<file path="src/verilog/pipe_cfg_pkg.sv">
`default_nettype none

package pipe_cfg_pkg;

    // Decode queue entries and the number of credits fetch starts with
    localparam int QUEUE_DEPTH = 4;

    // Credit counter has to hold 0 to QUEUE_DEPTH
    localparam int CREDIT_W = 3;

    // Queue pointers and occupancy
    localparam int PTR_W   = 2;
    localparam int COUNT_W = 3;

    // Payload field widths
    localparam int TAG_W   = 8;
    localparam int WORD_W  = 32;
    localparam int CYCLE_W = 16;
    localparam int STALL_W = 4;

endpackage

`default_nettype wire

</file>
<file path="src/verilog/pipe_types_pkg.sv">
`default_nettype none

package pipe_types_pkg;

    // Raw instruction word that is never decoded
    typedef logic [pipe_cfg_pkg::WORD_W-1:0] instr_word_t;

    // Sequence tag wraps modulo 256
    typedef logic [pipe_cfg_pkg::TAG_W-1:0] seq_tag_t;

    // Free running cycle stamp
    typedef logic [pipe_cfg_pkg::CYCLE_W-1:0] cycle_t;

    // Saturating count of stalled decode cycles
    typedef logic [pipe_cfg_pkg::STALL_W-1:0] stall_cnt_t;

    // 56-bit packet from fetch through the decode queue
    typedef struct packed {
        seq_tag_t    tag;
        instr_word_t word;
        cycle_t      fetch_cycle;
    } fetch_pkt_t;

    // 60-bit record leaving writeback
    typedef struct packed {
        seq_tag_t    tag;
        instr_word_t word;
        cycle_t      fetch_cycle;
        stall_cnt_t  decode_stalls;
    } retire_rec_t;

endpackage

`default_nettype wire

</file>
<file path="src/verilog/pipe_fetch.sv">
`timescale 1ns/100ps
`default_nettype none

module pipe_fetch (
    input  logic                        clk,
    input  logic                        rst,
    input  logic                        instr_valid,
    input  pipe_types_pkg::instr_word_t instr_word,
    output logic                        instr_ready,
    output logic                        push_valid,
    output pipe_types_pkg::fetch_pkt_t  push_pkt,
    input  logic                        credit_return
);

    logic [pipe_cfg_pkg::CREDIT_W-1:0] credit_cnt;
    pipe_types_pkg::seq_tag_t          next_tag;
    pipe_types_pkg::cycle_t            cycle_cnt;
    logic                              accept;

    // A free credit guarantees room in the queue
    assign instr_ready = (credit_cnt != '0);
    assign accept      = instr_valid && instr_ready;

    // Cycle stamp is zero during reset
    always_ff @(posedge clk or posedge rst) begin
        if (rst) begin
            cycle_cnt <= '0;
        end else begin
            cycle_cnt <= cycle_cnt + 1'b1;
        end
    end

    // Credits are spent at acceptance and come back on each pop
    always_ff @(posedge clk or posedge rst) begin
        if (rst) begin
            credit_cnt <= pipe_cfg_pkg::CREDIT_W'(pipe_cfg_pkg::QUEUE_DEPTH);
        end else begin
            case ({accept, credit_return})
                2'b10:   credit_cnt <= credit_cnt - 1'b1;
                2'b01:   credit_cnt <= credit_cnt + 1'b1;
                default: credit_cnt <= credit_cnt;
            endcase
        end
    end

    // Tag counter and push strobe
    always_ff @(posedge clk or posedge rst) begin
        if (rst) begin
            next_tag   <= '0;
            push_valid <= 1'b0;
        end else begin
            push_valid <= accept;
            if (accept) begin
                next_tag <= next_tag + 1'b1;
            end
        end
    end

    // Packet payload is stamped with the count before this edge's increment
    always_ff @(posedge clk) begin
        if (accept) begin
            push_pkt.tag         <= next_tag;
            push_pkt.word        <= instr_word;
            push_pkt.fetch_cycle <= cycle_cnt;
        end
    end

endmodule

`default_nettype wire

</file>
<file path="src/verilog/pipe_queue.sv">
`timescale 1ns/100ps
`default_nettype none

module pipe_queue (
    input  logic                       clk,
    input  logic                       rst,
    input  logic                       push_valid,
    input  pipe_types_pkg::fetch_pkt_t push_pkt,
    output logic                       head_valid,
    output pipe_types_pkg::fetch_pkt_t head_pkt,
    input  logic                       pop,
    output logic                       credit_return
);

    localparam int                     DEPTH    = pipe_cfg_pkg::QUEUE_DEPTH;
    localparam int                     PTR_W    = pipe_cfg_pkg::PTR_W;
    localparam logic [PTR_W-1:0]       LAST_IDX = PTR_W'(DEPTH - 1);

    pipe_types_pkg::fetch_pkt_t        mem [DEPTH];
    logic [PTR_W-1:0]                  wr_ptr;
    logic [PTR_W-1:0]                  rd_ptr;
    logic [pipe_cfg_pkg::COUNT_W-1:0]  count;

    assign head_valid = (count != '0);
    assign head_pkt   = mem[rd_ptr];

    // Entry storage
    always_ff @(posedge clk) begin
        if (push_valid) begin
            mem[wr_ptr] <= push_pkt;
        end
    end

    // Pointers wrap at the last entry
    always_ff @(posedge clk or posedge rst) begin
        if (rst) begin
            wr_ptr <= '0;
            rd_ptr <= '0;
        end else begin
            if (push_valid) begin
                wr_ptr <= (wr_ptr == LAST_IDX) ? '0 : wr_ptr + 1'b1;
            end
            if (pop) begin
                rd_ptr <= (rd_ptr == LAST_IDX) ? '0 : rd_ptr + 1'b1;
            end
        end
    end

    // Push and pop together leave the occupancy unchanged
    always_ff @(posedge clk or posedge rst) begin
        if (rst) begin
            count <= '0;
        end else begin
            case ({push_valid, pop})
                2'b10:   count <= count + 1'b1;
                2'b01:   count <= count - 1'b1;
                default: count <= count;
            endcase
        end
    end

    // One credit back to fetch per pop
    always_ff @(posedge clk or posedge rst) begin
        if (rst) begin
            credit_return <= 1'b0;
        end else begin
            credit_return <= pop;
        end
    end

endmodule

`default_nettype wire

</file>
<file path="src/verilog/pipe_stages.sv">
`timescale 1ns/100ps
`default_nettype none

module pipe_stages (
    input  logic                        clk,
    input  logic                        rst,
    input  logic                        head_valid,
    input  pipe_types_pkg::fetch_pkt_t  head_pkt,
    output logic                        pop,
    input  logic                        stall,
    output logic                        retire_valid,
    output pipe_types_pkg::retire_rec_t retire_rec
);

    // Decode slot is empty, loaded this edge, or held by stall at least once
    typedef enum logic [1:0] {
        DEC_EMPTY,
        DEC_BUSY,
        DEC_HELD
    } dec_state_t;

    dec_state_t                  dec_state;
    dec_state_t                  dec_state_nxt;
    pipe_types_pkg::fetch_pkt_t  dec_pkt;
    pipe_types_pkg::stall_cnt_t  dec_stalls;
    logic                        dec_occupied;
    logic                        dec_leave;

    logic                        ex_valid;
    logic                        mem_valid;
    logic                        wb_valid;
    pipe_types_pkg::retire_rec_t ex_rec;
    pipe_types_pkg::retire_rec_t mem_rec;
    pipe_types_pkg::retire_rec_t wb_rec;

    assign dec_occupied = (dec_state != DEC_EMPTY);
    assign dec_leave    = dec_occupied && !stall;

    // Refill decode when it is free or its instruction moves on
    assign pop = head_valid && (!dec_occupied || !stall);

    always_comb begin
        dec_state_nxt = dec_state;
        if (pop) begin
            dec_state_nxt = DEC_BUSY;
        end else if (dec_leave) begin
            dec_state_nxt = DEC_EMPTY;
        end else if (dec_occupied) begin
            dec_state_nxt = DEC_HELD;
        end
    end

    always_ff @(posedge clk or posedge rst) begin
        if (rst) begin
            dec_state <= DEC_EMPTY;
        end else begin
            dec_state <= dec_state_nxt;
        end
    end

    // Decode payload and its stall counter that sticks at its maximum
    always_ff @(posedge clk) begin
        if (pop) begin
            dec_pkt    <= head_pkt;
            dec_stalls <= '0;
        end else if (dec_occupied && stall && (dec_stalls != '1)) begin
            dec_stalls <= dec_stalls + 1'b1;
        end
    end

    // Back end valid bits always advance
    always_ff @(posedge clk or posedge rst) begin
        if (rst) begin
            ex_valid  <= 1'b0;
            mem_valid <= 1'b0;
            wb_valid  <= 1'b0;
        end else begin
            ex_valid  <= dec_leave;
            mem_valid <= ex_valid;
            wb_valid  <= mem_valid;
        end
    end

    // Record payload follows its valid bit
    always_ff @(posedge clk) begin
        ex_rec.tag           <= dec_pkt.tag;
        ex_rec.word          <= dec_pkt.word;
        ex_rec.fetch_cycle   <= dec_pkt.fetch_cycle;
        ex_rec.decode_stalls <= dec_stalls;
        mem_rec              <= ex_rec;
        wb_rec               <= mem_rec;
    end

    assign retire_valid = wb_valid;
    assign retire_rec   = wb_rec;

endmodule

`default_nettype wire

</file>
<file path="src/verilog/pipe_top.sv">
`timescale 1ns/100ps
`default_nettype none

module pipe_top (
    input  logic                        clk,
    input  logic                        rst,
    input  logic                        instr_valid,
    input  pipe_types_pkg::instr_word_t instr_word,
    output logic                        instr_ready,
    input  logic                        stall,
    output logic                        retire_valid,
    output pipe_types_pkg::retire_rec_t retire_rec
);

    // Fetch to queue
    logic                       push_valid;
    pipe_types_pkg::fetch_pkt_t push_pkt;
    logic                       credit_return;

    // Queue to stages
    logic                       head_valid;
    pipe_types_pkg::fetch_pkt_t head_pkt;
    logic                       pop;

    pipe_fetch u_fetch (
        .clk           (clk),
        .rst           (rst),
        .instr_valid   (instr_valid),
        .instr_word    (instr_word),
        .instr_ready   (instr_ready),
        .push_valid    (push_valid),
        .push_pkt      (push_pkt),
        .credit_return (credit_return)
    );

    pipe_queue u_queue (
        .clk           (clk),
        .rst           (rst),
        .push_valid    (push_valid),
        .push_pkt      (push_pkt),
        .head_valid    (head_valid),
        .head_pkt      (head_pkt),
        .pop           (pop),
        .credit_return (credit_return)
    );

    pipe_stages u_stages (
        .clk          (clk),
        .rst          (rst),
        .head_valid   (head_valid),
        .head_pkt     (head_pkt),
        .pop          (pop),
        .stall        (stall),
        .retire_valid (retire_valid),
        .retire_rec   (retire_rec)
    );

endmodule

`default_nettype wire

</file>
<file path="config.mk">
export PLATFORM = sky130hd
export DESIGN_NAME = pipe_top
export DESIGN_NICKNAME = d
export VERILOG_FILES = /design/src/verilog/pipe_cfg_pkg.sv /design/src/verilog/pipe_types_pkg.sv /design/src/verilog/pipe_fetch.sv /design/src/verilog/pipe_queue.sv /design/src/verilog/pipe_stages.sv /design/src/verilog/pipe_top.sv
export SDC_FILE = /design/constraint.sdc
export NUM_CORES = 1
export LEC_CHECK = 0
export BUFFER_PORTS_ARGS = -buffer_cell sky130_fd_sc_hd__buf_2
export CAP_MARGIN = 20
export CORE_UTILIZATION = 59
export DETAILED_ROUTE_END_ITERATION = 10
export PLACE_DENSITY = 0.78
export SYNTH_ARGS = -nofsm -noshare
export SYNTH_HDL_FRONTEND = slang
export SYNTH_SLANG_ARGS = --single-unit
</file>
<file path="constraint.sdc">
create_clock -name clk -period 4.39 [get_ports clk]
set_input_delay 0.439 -clock clk [delete_from_list [all_inputs] [get_ports clk]]
set_output_delay 0.439 -clock clk [all_outputs]
set_load 0.03 [all_outputs]
</file>
## Yosys cells after proc, flatten, opt, wreduce, memory -nomap -nowiden

Memories as Yosys holds them, arrays and structs flattened. A register that Yosys moved wholly into a read port is not among the register bits.
Index checks and enable logic that the tools add are counted.

- Register bits: 281
- Bits in latches: 0
- Bits in writable memories: 224
- Memory bits (read-only): 0
- Bits of input ports: 36
- Logic and storage cells: 68
- Memories kept: 1

Memory list:

| memory | depth | width | rd ports | clocked after Yosys merged registers in | write ports | RTL line | source |
|---|---|---|---|---|---|---|---|
| u_queue.mem | 4 | 56 | 1 | 1 | 1 | pipe_queue.sv:19 | `pipe_types_pkg::fetch_pkt_t mem [DEPTH];` |

- Add/sub/neg operators: 9
- Multipliers: 0
- Divide/modulo/power cells: 0
- Magnitude comparators: 0
- Equality and inequality tests: 7
- Shift-type cells: 0
- Multiplexer cells: 9
- Bitwise logic cells: 0
- Reduce and logical (&&, ||, !) cells: 14

Operator list:

| cell | number |
|---|---|
| 16-bit by 1-bit adder with 16-bit output, second input constant | 1 |
| 3-bit one-hot mux with 2 select lines | 2 |
| 2-bit two-way mux | 5 |
| 3-bit nonzero test | 3 |
| 8-bit by 1-bit adder with 8-bit output, second input constant | 1 |
| 2-bit == test, second input constant | 4 |
| 3-bit by 1-bit adder with 3-bit output, second input constant | 2 |
| 2-bit nonzero test | 3 |
| 3-bit by 1-bit subtractor with 3-bit output, second input constant | 2 |
| 1-bit logical AND | 5 |
| 2-bit by 1-bit adder with 2-bit output, second input constant | 2 |
| 4-bit by 1-bit adder with 4-bit output, second input constant | 1 |
| 2-bit by 1-bit == test with 1-bit output, second input constant | 2 |
| 4-bit != test, second input constant | 1 |
| 1-bit logical NOT | 2 |
| 1-bit two-way mux | 2 |
| 1-bit logical OR | 1 |

## Logic depth before layout (Yosys ltp)

Gate-level depths: netlist (run 1).

- Depth after elaboration: 6
- Gate-level depth with buffers: 9
- Gate-level depth less buffers: 9

## Hierarchy

Synthesis (run 1) repeated with hierarchy kept, for this count alone.

- Cells, all modules: 759
- Area, all modules: 17090.1 um^2

By module, submodules not included:

| module | instances | cells each | area an instance (um^2) |
|---|---|---|---|
| pipe_queue | 1 | 331 | 8515.7 |
| pipe_stages | 1 | 268 | 5639.2 |
| pipe_fetch | 1 | 160 | 2935.3 |

## Worst setup path before layout (run 1)

OpenSTA, ideal clock, no wires.

- Path type: reg2reg
- Start: register u_stages.dec_state[1]
- End: register u_queue.count[2] in the netlist's numbering
- Library setup time: 0.079 ns
- Data arrival time: 3.534 ns
- Slack: 0.777 ns
- Stages on the path, launching flop included: 10
- Cell sequence: dfrtp_1 o21ai_4 inv_2 nor2_2 ha_1 inv_1 fa_1 xor2_1 nor2_1 xor2_1

- Cells in the longest elaborated chain, start to end: 6
- Elaborated cells between the ends (all ways): 8

Ends and longest elaborated chain:

| what | RTL line | source |
|---|---|---|
| from (decl) | pipe_stages.sv:22 | `dec_state_t dec_state;` |
| from (signal assigned) | pipe_stages.sv:57 | `dec_state <= dec_state_nxt;` |
| 2-bit nonzero test * | pipe_stages.sv:36 | `assign dec_occupied = (dec_state != DEC_EMPTY);` |
| 1-bit logical NOT * | pipe_stages.sv:40 | `assign pop = head_valid && (!dec_occupied \|\| !stall);` |
| 1-bit logical OR * | pipe_stages.sv:40 |  |
| 1-bit logical AND * | pipe_stages.sv:40 |  |
| via pop | pipe_top.sv:23 | `logic pop;` |
| 2-bit by 1-bit == test with 1-bit output / 2-bit == test (equally long branches) | pipe_queue.sv:54 | `case ({push_valid, pop})` |
| 3-bit one-hot mux with 2 select lines / 2-bit nonzero test (equally long branches) | - |  |
| to (signal assigned) | pipe_queue.sv:55 | `2'b10: count <= count + 1'b1;` |
| to (signal assigned) | pipe_queue.sv:56 | `2'b01: count <= count - 1'b1;` |
| to (signal assigned) | pipe_queue.sv:57 | `default: count <= count;` |
| to (decl) | pipe_queue.sv:22 | `logic [pipe_cfg_pkg::COUNT_W-1:0] count;` |

Mark *: on every way through the listed nets, which the timed path passes. The rest lies on a longest branch.
A chain may end at the register's enable or synchronous reset.

## Worst setup path in the final report (run 1)

- Start: register u_queue.rd_ptr[0]
- End: register, netlist name u_stages.dec_pkt[4]

RTL lines:

| what | RTL line | source |
|---|---|---|
| from (decl) | pipe_queue.sv:21 | `logic [PTR_W-1:0] rd_ptr;` |
| from (signal assigned) | pipe_queue.sv:44 | `rd_ptr <= (rd_ptr == LAST_IDX) ? '0 : rd_ptr + 1'b1;` |

No word-level cell between the ends.

==> results of run 1 <==
## per-stage QoR
| stage | hold slack, ns | cells |
|---|---|---|
| 2_1_floorplan | 0.310 | 758 |
| 3_3_place_gp | 0.310 | 1225 |
| 3_5_place_dp | 0.312 | 1225 |
| 4_1_cts | 0.00613 | 1323 |
| 5_1_grt | 0.0304 | 1324 |
| 6_report | 0.0127 | 1324 |
## synthesized netlist by cell type (3+ instances only)
cell,number
a21oi_1,4
and2_1,4
buf_2,4
buf_4,3
dfrtp_1,40
dfxtp_1,184
edfxtp_1,336
ha_1,10
inv_1,13
mux2_2,3
mux4_2,56
nand2_1,9
nand3_1,13
nand4_1,3
nor2_1,8
nor3_1,10
nor4_1,5
o21ai_0,4
or3_1,3
xnor2_1,11
xor2_1,16
## report_power, final
part,leakage (nW),switching [mW],internal (mW)
Combinational,1.21,1.48,0.943
Clock,0.852,1.85,2.59
Sequential,5.22,0.789,7.67
## registers in the layout, summed over array words and instances (netlist names)
register	cells
u_queue.rd_ptr	2
u_fetch.next_tag	8
u_queue.count	3
u_stages.retire_rec	60
u_stages.ex_valid	1
u_stages.mem_valid	1
u_fetch.push_pkt	56
u_queue.mem	224
u_queue.wr_ptr	2
u_stages.retire_valid	1
u_stages.dec_pkt	56
u_stages.dec_stalls	4
u_fetch.credit_cnt	3
u_stages.mem_rec	60
u_fetch.push_valid	1
u_stages.ex_rec	60
u_stages.dec_state	2
u_queue.credit_return	1
u_fetch.cycle_cnt	16
## worst max-delay path by stage
| stage | end | slack [ns] | depth (start not counted) |
|---|---|---|---|
| after floorplan | u_queue.count[2] | 0.78 | 9 |
| after global placement | u_stages.dec_pkt[20] | 2.06 | 2 |
| after detailed placement | u_stages.dec_pkt[17] | 2.02 | 2 |
| after CTS | u_stages.dec_pkt[4] | 1.97 | 2 |
| after global routing | u_stages.dec_pkt[4] | 1.85 | 2 |
| final | u_stages.dec_pkt[4] | 2.04 | 2 |
## tightest hold or removal path: cells and delay by family
kind     cells  cell delay [ns]
buf+inv      3             0.58
## routing by layer
layer,track usage,routed length (µm),share of wire
met5,0,0,0
met4,0.0731,826,0.031
met3,0.0343,1300,0.048
met2,0.338,14000,0.52
met1,0.240,10900,0.40
## final cells by class
type	count	share of cell area
well taps	378	0.0240
clock buffers	75	0.0749
repair buffers	103	0.0275
flip-flops and latches	561	0.751
clock inverters	23	0.0128
multi-input cells	170	0.107
inverters	14	0.00266
## logic make-up after synthesis
kind of cell,after synthesis,share of synthesized area
AND/OR/NAND/NOR,60,0.0183
buffers and inverters,27,0.00989
AO/OA/AOI/OAI,11,0.00498
XOR/XNOR,27,0.0138
adder cells (fa/ha/maj),12,0.00967
multiplexers,60,0.0764
flip-flops,561,0.867
==> flow_summary.yaml, run 1 <==
die:
  dieArea_um2: 29600
  die_h_um: 172
  initial_core_util: 0.608
  io_pins: 98
  placementRows: 61
  core_um2: 28100
  fp.dieW_um: 172
setup_path:
  start_kind: "flop"
  rr_endpoint: "u_stages.dec_pkt[4]"
  cp_data_arrival_time_ns: 2.63
  reg2reg_depth: 2
  crit_family: "flip-flops"
  r2r_start: "u_queue.rd_ptr[0]"
  slowest_delay_ns: 0.99
  critPathBufInv: 1
  cp_max_fo: 42
  critPathKind: "reg -> reg"
  cp-end-kind: "flop"
  worstSetupStartpoint: "u_queue.rd_ptr[0]"
  crit_chain: "buf_4, mux4_2"
  required_ns: 4.67
  rrSetupSlack_ns: 2.04
  critPathSlowestCell: "dfrtp_4"
clock_tree:
  numClockSinks: 561
  cts_tree: "yes"
  htreeDepth: 2
  post-cts-setup-buffer-count: 0
  cts_resized: 0
  clkTransAtPathRegs_ns: 0.06
  clock_path_buffers: 3
  cts_root_buf: "clkbuf_16"
  hold_buffers: 0
  insertion_delay_ns: 0.57
  cts_buffers: 52
layout:
  final_nets: 950
  post-route-util: 0.702
  drive_above_1_share: 0.272
  mostFrequentLayoutCells: "edfxtp_1 (336), dfxtp_1 (184), buf_2 (97), mux4_2 (56), clkbuf_16 (52)"
  multiInputGateArea_um2: 2120
  final_common_cell: "edfxtp_1"
  antennaDiodeCount: 0
  final_area_um2: 19700
  area_growth_pct: 15.5
  fillCellCount: 1663
  seq_area_um2: 14800
synth:
  synth_cell_type_count: 37
  netlist_area_um2: 17100
  ys.flop_type: "edfxtp_1"
  synthArstFlopShare: 0.0731
  synth_seq_cells: 561
  synth_seq_area_share: 0.867
  synth_area_leader_cell: "edfxtp_1"
  synth_fp_nets: 806
  synth_edf_count: 336
  synth_top_cell_area_share: 0.591
  synth.top_cells.by_area: "edfxtp_1 (59%), dfxtp_1 (22%), mux4_2 (7.4%)"
  syn_inst: 758
  yosys_warnings: 0
  syn_area_per_cell_um2: 22.5
sta:
  slew_headroom: 0.329
  hold_violations: 0
  fin_crit_ns: 2.35
  skew_ns: 0.0226
  rsz0062_at_grt: "false"
  finalSetupViolCount: 0
  fin_tns_setup_ns: 0
  worst_slack_ns: 2.04
  worst_pin_slew_ns: 1.01
  slew_violations: 0
  fin_crit_sh: 0.535
  clock.fmax_ghz: 0.425
power_and_ir_drop:
  powerDensity_nw_per_um2: 777
  cellLeakagePower_nw: 7.29
  peakVddDrop_v: 0.000517
  power_mw: 15.3
detailed_routing:
  wl_per_cell_um: 20.4
  drc: 0
  postRouteAntennaNets: 0
  wirelength_um: 27000
  first_pass_iters: 7
  via_per_inst: 5.35
  drt_iter0_markers: 427
  via_count: 7086
grt:
  antenna_found_initial: 0
  gr-total-overflow: 0
  track_usage: 0.193
  grt_pass1_vias: 7590
  grt_max_degree: 64
  grt_pass1_wl_um: 41600
placed_design:
  io_buffer_count: 97
  routabilityCongestion: 0.703
  dpl_cell_area_um2: 18000
  dp_hpwl_um: 13100
  dp_slack_ns: 2.02
flow_run:
  cap_violations: 0
worst_hold_path:
  hold_path_class: "in -> async"
outcome:
  status: "finished clean"
Note: power is estimated with default switching activity, not from simulation.
==> run 2, diff against run 1 <==
CORE_UTILIZATION = 53   (was 59)
PLACE_DENSITY = 0.74   (was 0.78)
clock period = 2.05 ns   (was 4.39 ns; I/O delays follow)
==> run 2 against run 1 <==
Non-clock buffer count up 50. Flip-flop and latch count unchanged. Clock power up 110%. Via count up 0.54%. Die area up 11%. First-iteration DRC count up 16%. Critical path depth up 7. Routed wire length down 6.4%. Design area up 3.2%. Hold slack better by 0.066 ns.
==> flow_summary.yaml, run 2 (same netlist as run 1, synthesis figures left out) <==
placed_design:
  routabilityCongestion: 0.714
  dp_hpwl_um: 14300
  dp.cells: 1265
  io_buffer_count: 97
detailed_routing:
  drc: 0
  postRouteAntennaNets: 0
  wirelength_um: 25300
  via_per_inst: 5.10
  drt_iter0_markers: 494
  first_pass_iters: 4
  wl_per_cell_um: 18.1
  via_count: 7124
clock_tree:
  clkTransAtPathRegs_ns: 0.06
  cts_root_buf: "clkbuf_16"
  numClockSinks: 561
  htreeDepth: 2
  clock_path_buffers: 3
  cts_tree: "yes"
  insertion_delay_ns: 0.55
  cts_resized: 0
  cts_buffers: 52
grt:
  grt_pass1_vias: 7486
  antenna_found_initial: 0
  grt_pass1_wl_um: 40300
  grt_max_degree: 64
  track_usage: 0.160
  gr-total-overflow: 0
setup_path:
  cp-end-kind: "flop"
  cp_max_fo: 6
  start_kind: "flop"
  required_ns: 2.51
  cp_data_arrival_time_ns: 2.35
  critPathKind: "reg -> reg"
  rrSetupSlack_ns: 0.17
power_and_ir_drop:
  powerDensity_nw_per_um2: 1610
  pwr-share-clk: 0.279
  cellLeakagePower_nw: 7.54
  power_mw: 32.8
  switchingPower_mw: 8.66
  combPwrFrac: 0.182
  internal_power_mw: 24.2
  p_sw_frac: 0.264
  p_seq_frac: 0.540
  peakVddDrop_v: 0.000693
sta:
  rsz0062_at_grt: "false"
  slew_headroom: 0.515
  fin_crit_ns: 1.88
  fin_crit_sh: 0.919
  fin_tns_setup_ns: 0
  worst_pin_slew_ns: 0.727
  slew_violations: 0
  finalSetupViolCount: 0
  clock.fmax_ghz: 0.531
  skew_ns: 0.0249
  hold_violations: 0
die:
  io_pins: 98
  die_h_um: 181
  placementRows: 65
  initial_core_util: 0.540
  dieArea_um2: 32900
  fp.dieW_um: 181
  core_um2: 31600
layout:
  area_growth_pct: 19.3
  mostFrequentLayoutCells: "edfxtp_1 (336), dfxtp_1 (184), buf_2 (97), mux4_2 (56), clkbuf_16 (53)"
  regMostFlops: "u_queue.mem"
  final_nets: 1000
  drive_above_1_share: 0.281
  instances_no_fill: 1398
  largest_reg_flops: 224
  antennaDiodeCount: 0
  final_common_cell: "edfxtp_1"
worst_hold_path:
  hold_path_class: "in -> reg"
outcome:
  status: "finished clean"
flow_run:
  cap_violations: 0
==> run 2: cell count changes in the layout (fill, tap and decap cells not counted), moves of 2 or more <==
cell / before / now
buf_12: 1 / 15
dlygate4sd3_1: 0 / 34
buf_4: 5 / 7
clkbuf_8: 9 / 11
clkinv_2: 10 / 8
clkbuf_1: 14 / 10
bufinv_16: 4 / 1
inv_4: 0 / 3
clkinvlp_4: 1 / 3
==> run 2: metal layers <==
metal / GRT usage / share of wire
met5: 0 / 0
met4: 0.0519 / 0.020
met3: 0.0283 / 0.038
met2: 0.279 / 0.52
met1: 0.206 / 0.43
==> run 2: final cells by class <==
cell class | count | area, µm²
multi-input combinational | 170 | 2130
tap | 402 | 503
clock buffer | 74 | 1520
timing repair buffer | 153 | 1180
inverter | 14 | 56.3
clock inverter | 24 | 166
fill | 2062 | 11300
sequential | 561 | 14800
==> run 2: path summary, 6_finish.rpt <==
path | from | to | cells after the start
min in group asynchronous | rst | u_fetch.cycle_cnt[13] | 3
worst max register to register | u_stages.dec_state[1] | u_queue.count[2] | 9
worst min register to register | u_stages.ex_rec[6] | u_stages.mem_rec[6] | 0
max in group asynchronous | rst | u_fetch.cycle_cnt[0] | 4
worst max-delay path | u_stages.dec_state[1] | u_queue.count[2] | 9
worst min-delay path | instr_valid | u_fetch.next_tag[0] | 4
==> run 2: timing repair <==
item	in CTS	in global routing
hold endpoints to repair	65	0
hold buffers	34	0
setup endpoints to repair	0	1
buffers inserted	0	1
==> run 2: through the flow <==
stage          setup WS, ns  utilization  cell area [µm²]  hold WS, ns
2_1_floorplan        -0.677            -            17100        0.271
3_3_place_gp          0.216        0.579            18300        0.310
3_5_place_dp          0.165        0.579            18300        0.312
4_1_cts               0.114        0.643            20400       0.0569
5_1_grt             0.00396        0.644            20400       0.0811
6_report              0.166        0.644            20400       0.0792
==> run 2: critical path, cell delays in order (launching register included) <==
cell     delay (ns)
dfrtp_1        0.41
o21ai_4        0.21
inv_2          0.09
nor2_4         0.15
ha_4           0.16
inv_2          0.04
fa_2           0.32
xor2_1         0.14
nor2_1         0.12
xor2_1         0.15
==> run 2: power by group through the flow <==
| stage | clock, mW | sequential (mW) | combinational (mW) |
|---|---|---|---|
| floorplan | 0 | 18.6 | 3.06 |
| global placement | 0 | 17.8 | 5.92 |
| detailed placement | 0 | 18.0 | 6.01 |
| CTS | 9.38 | 17.8 | 6.09 |
| global route | 9.85 | 18.1 | 6.43 |
| finish | 9.14 | 17.7 | 5.97 |
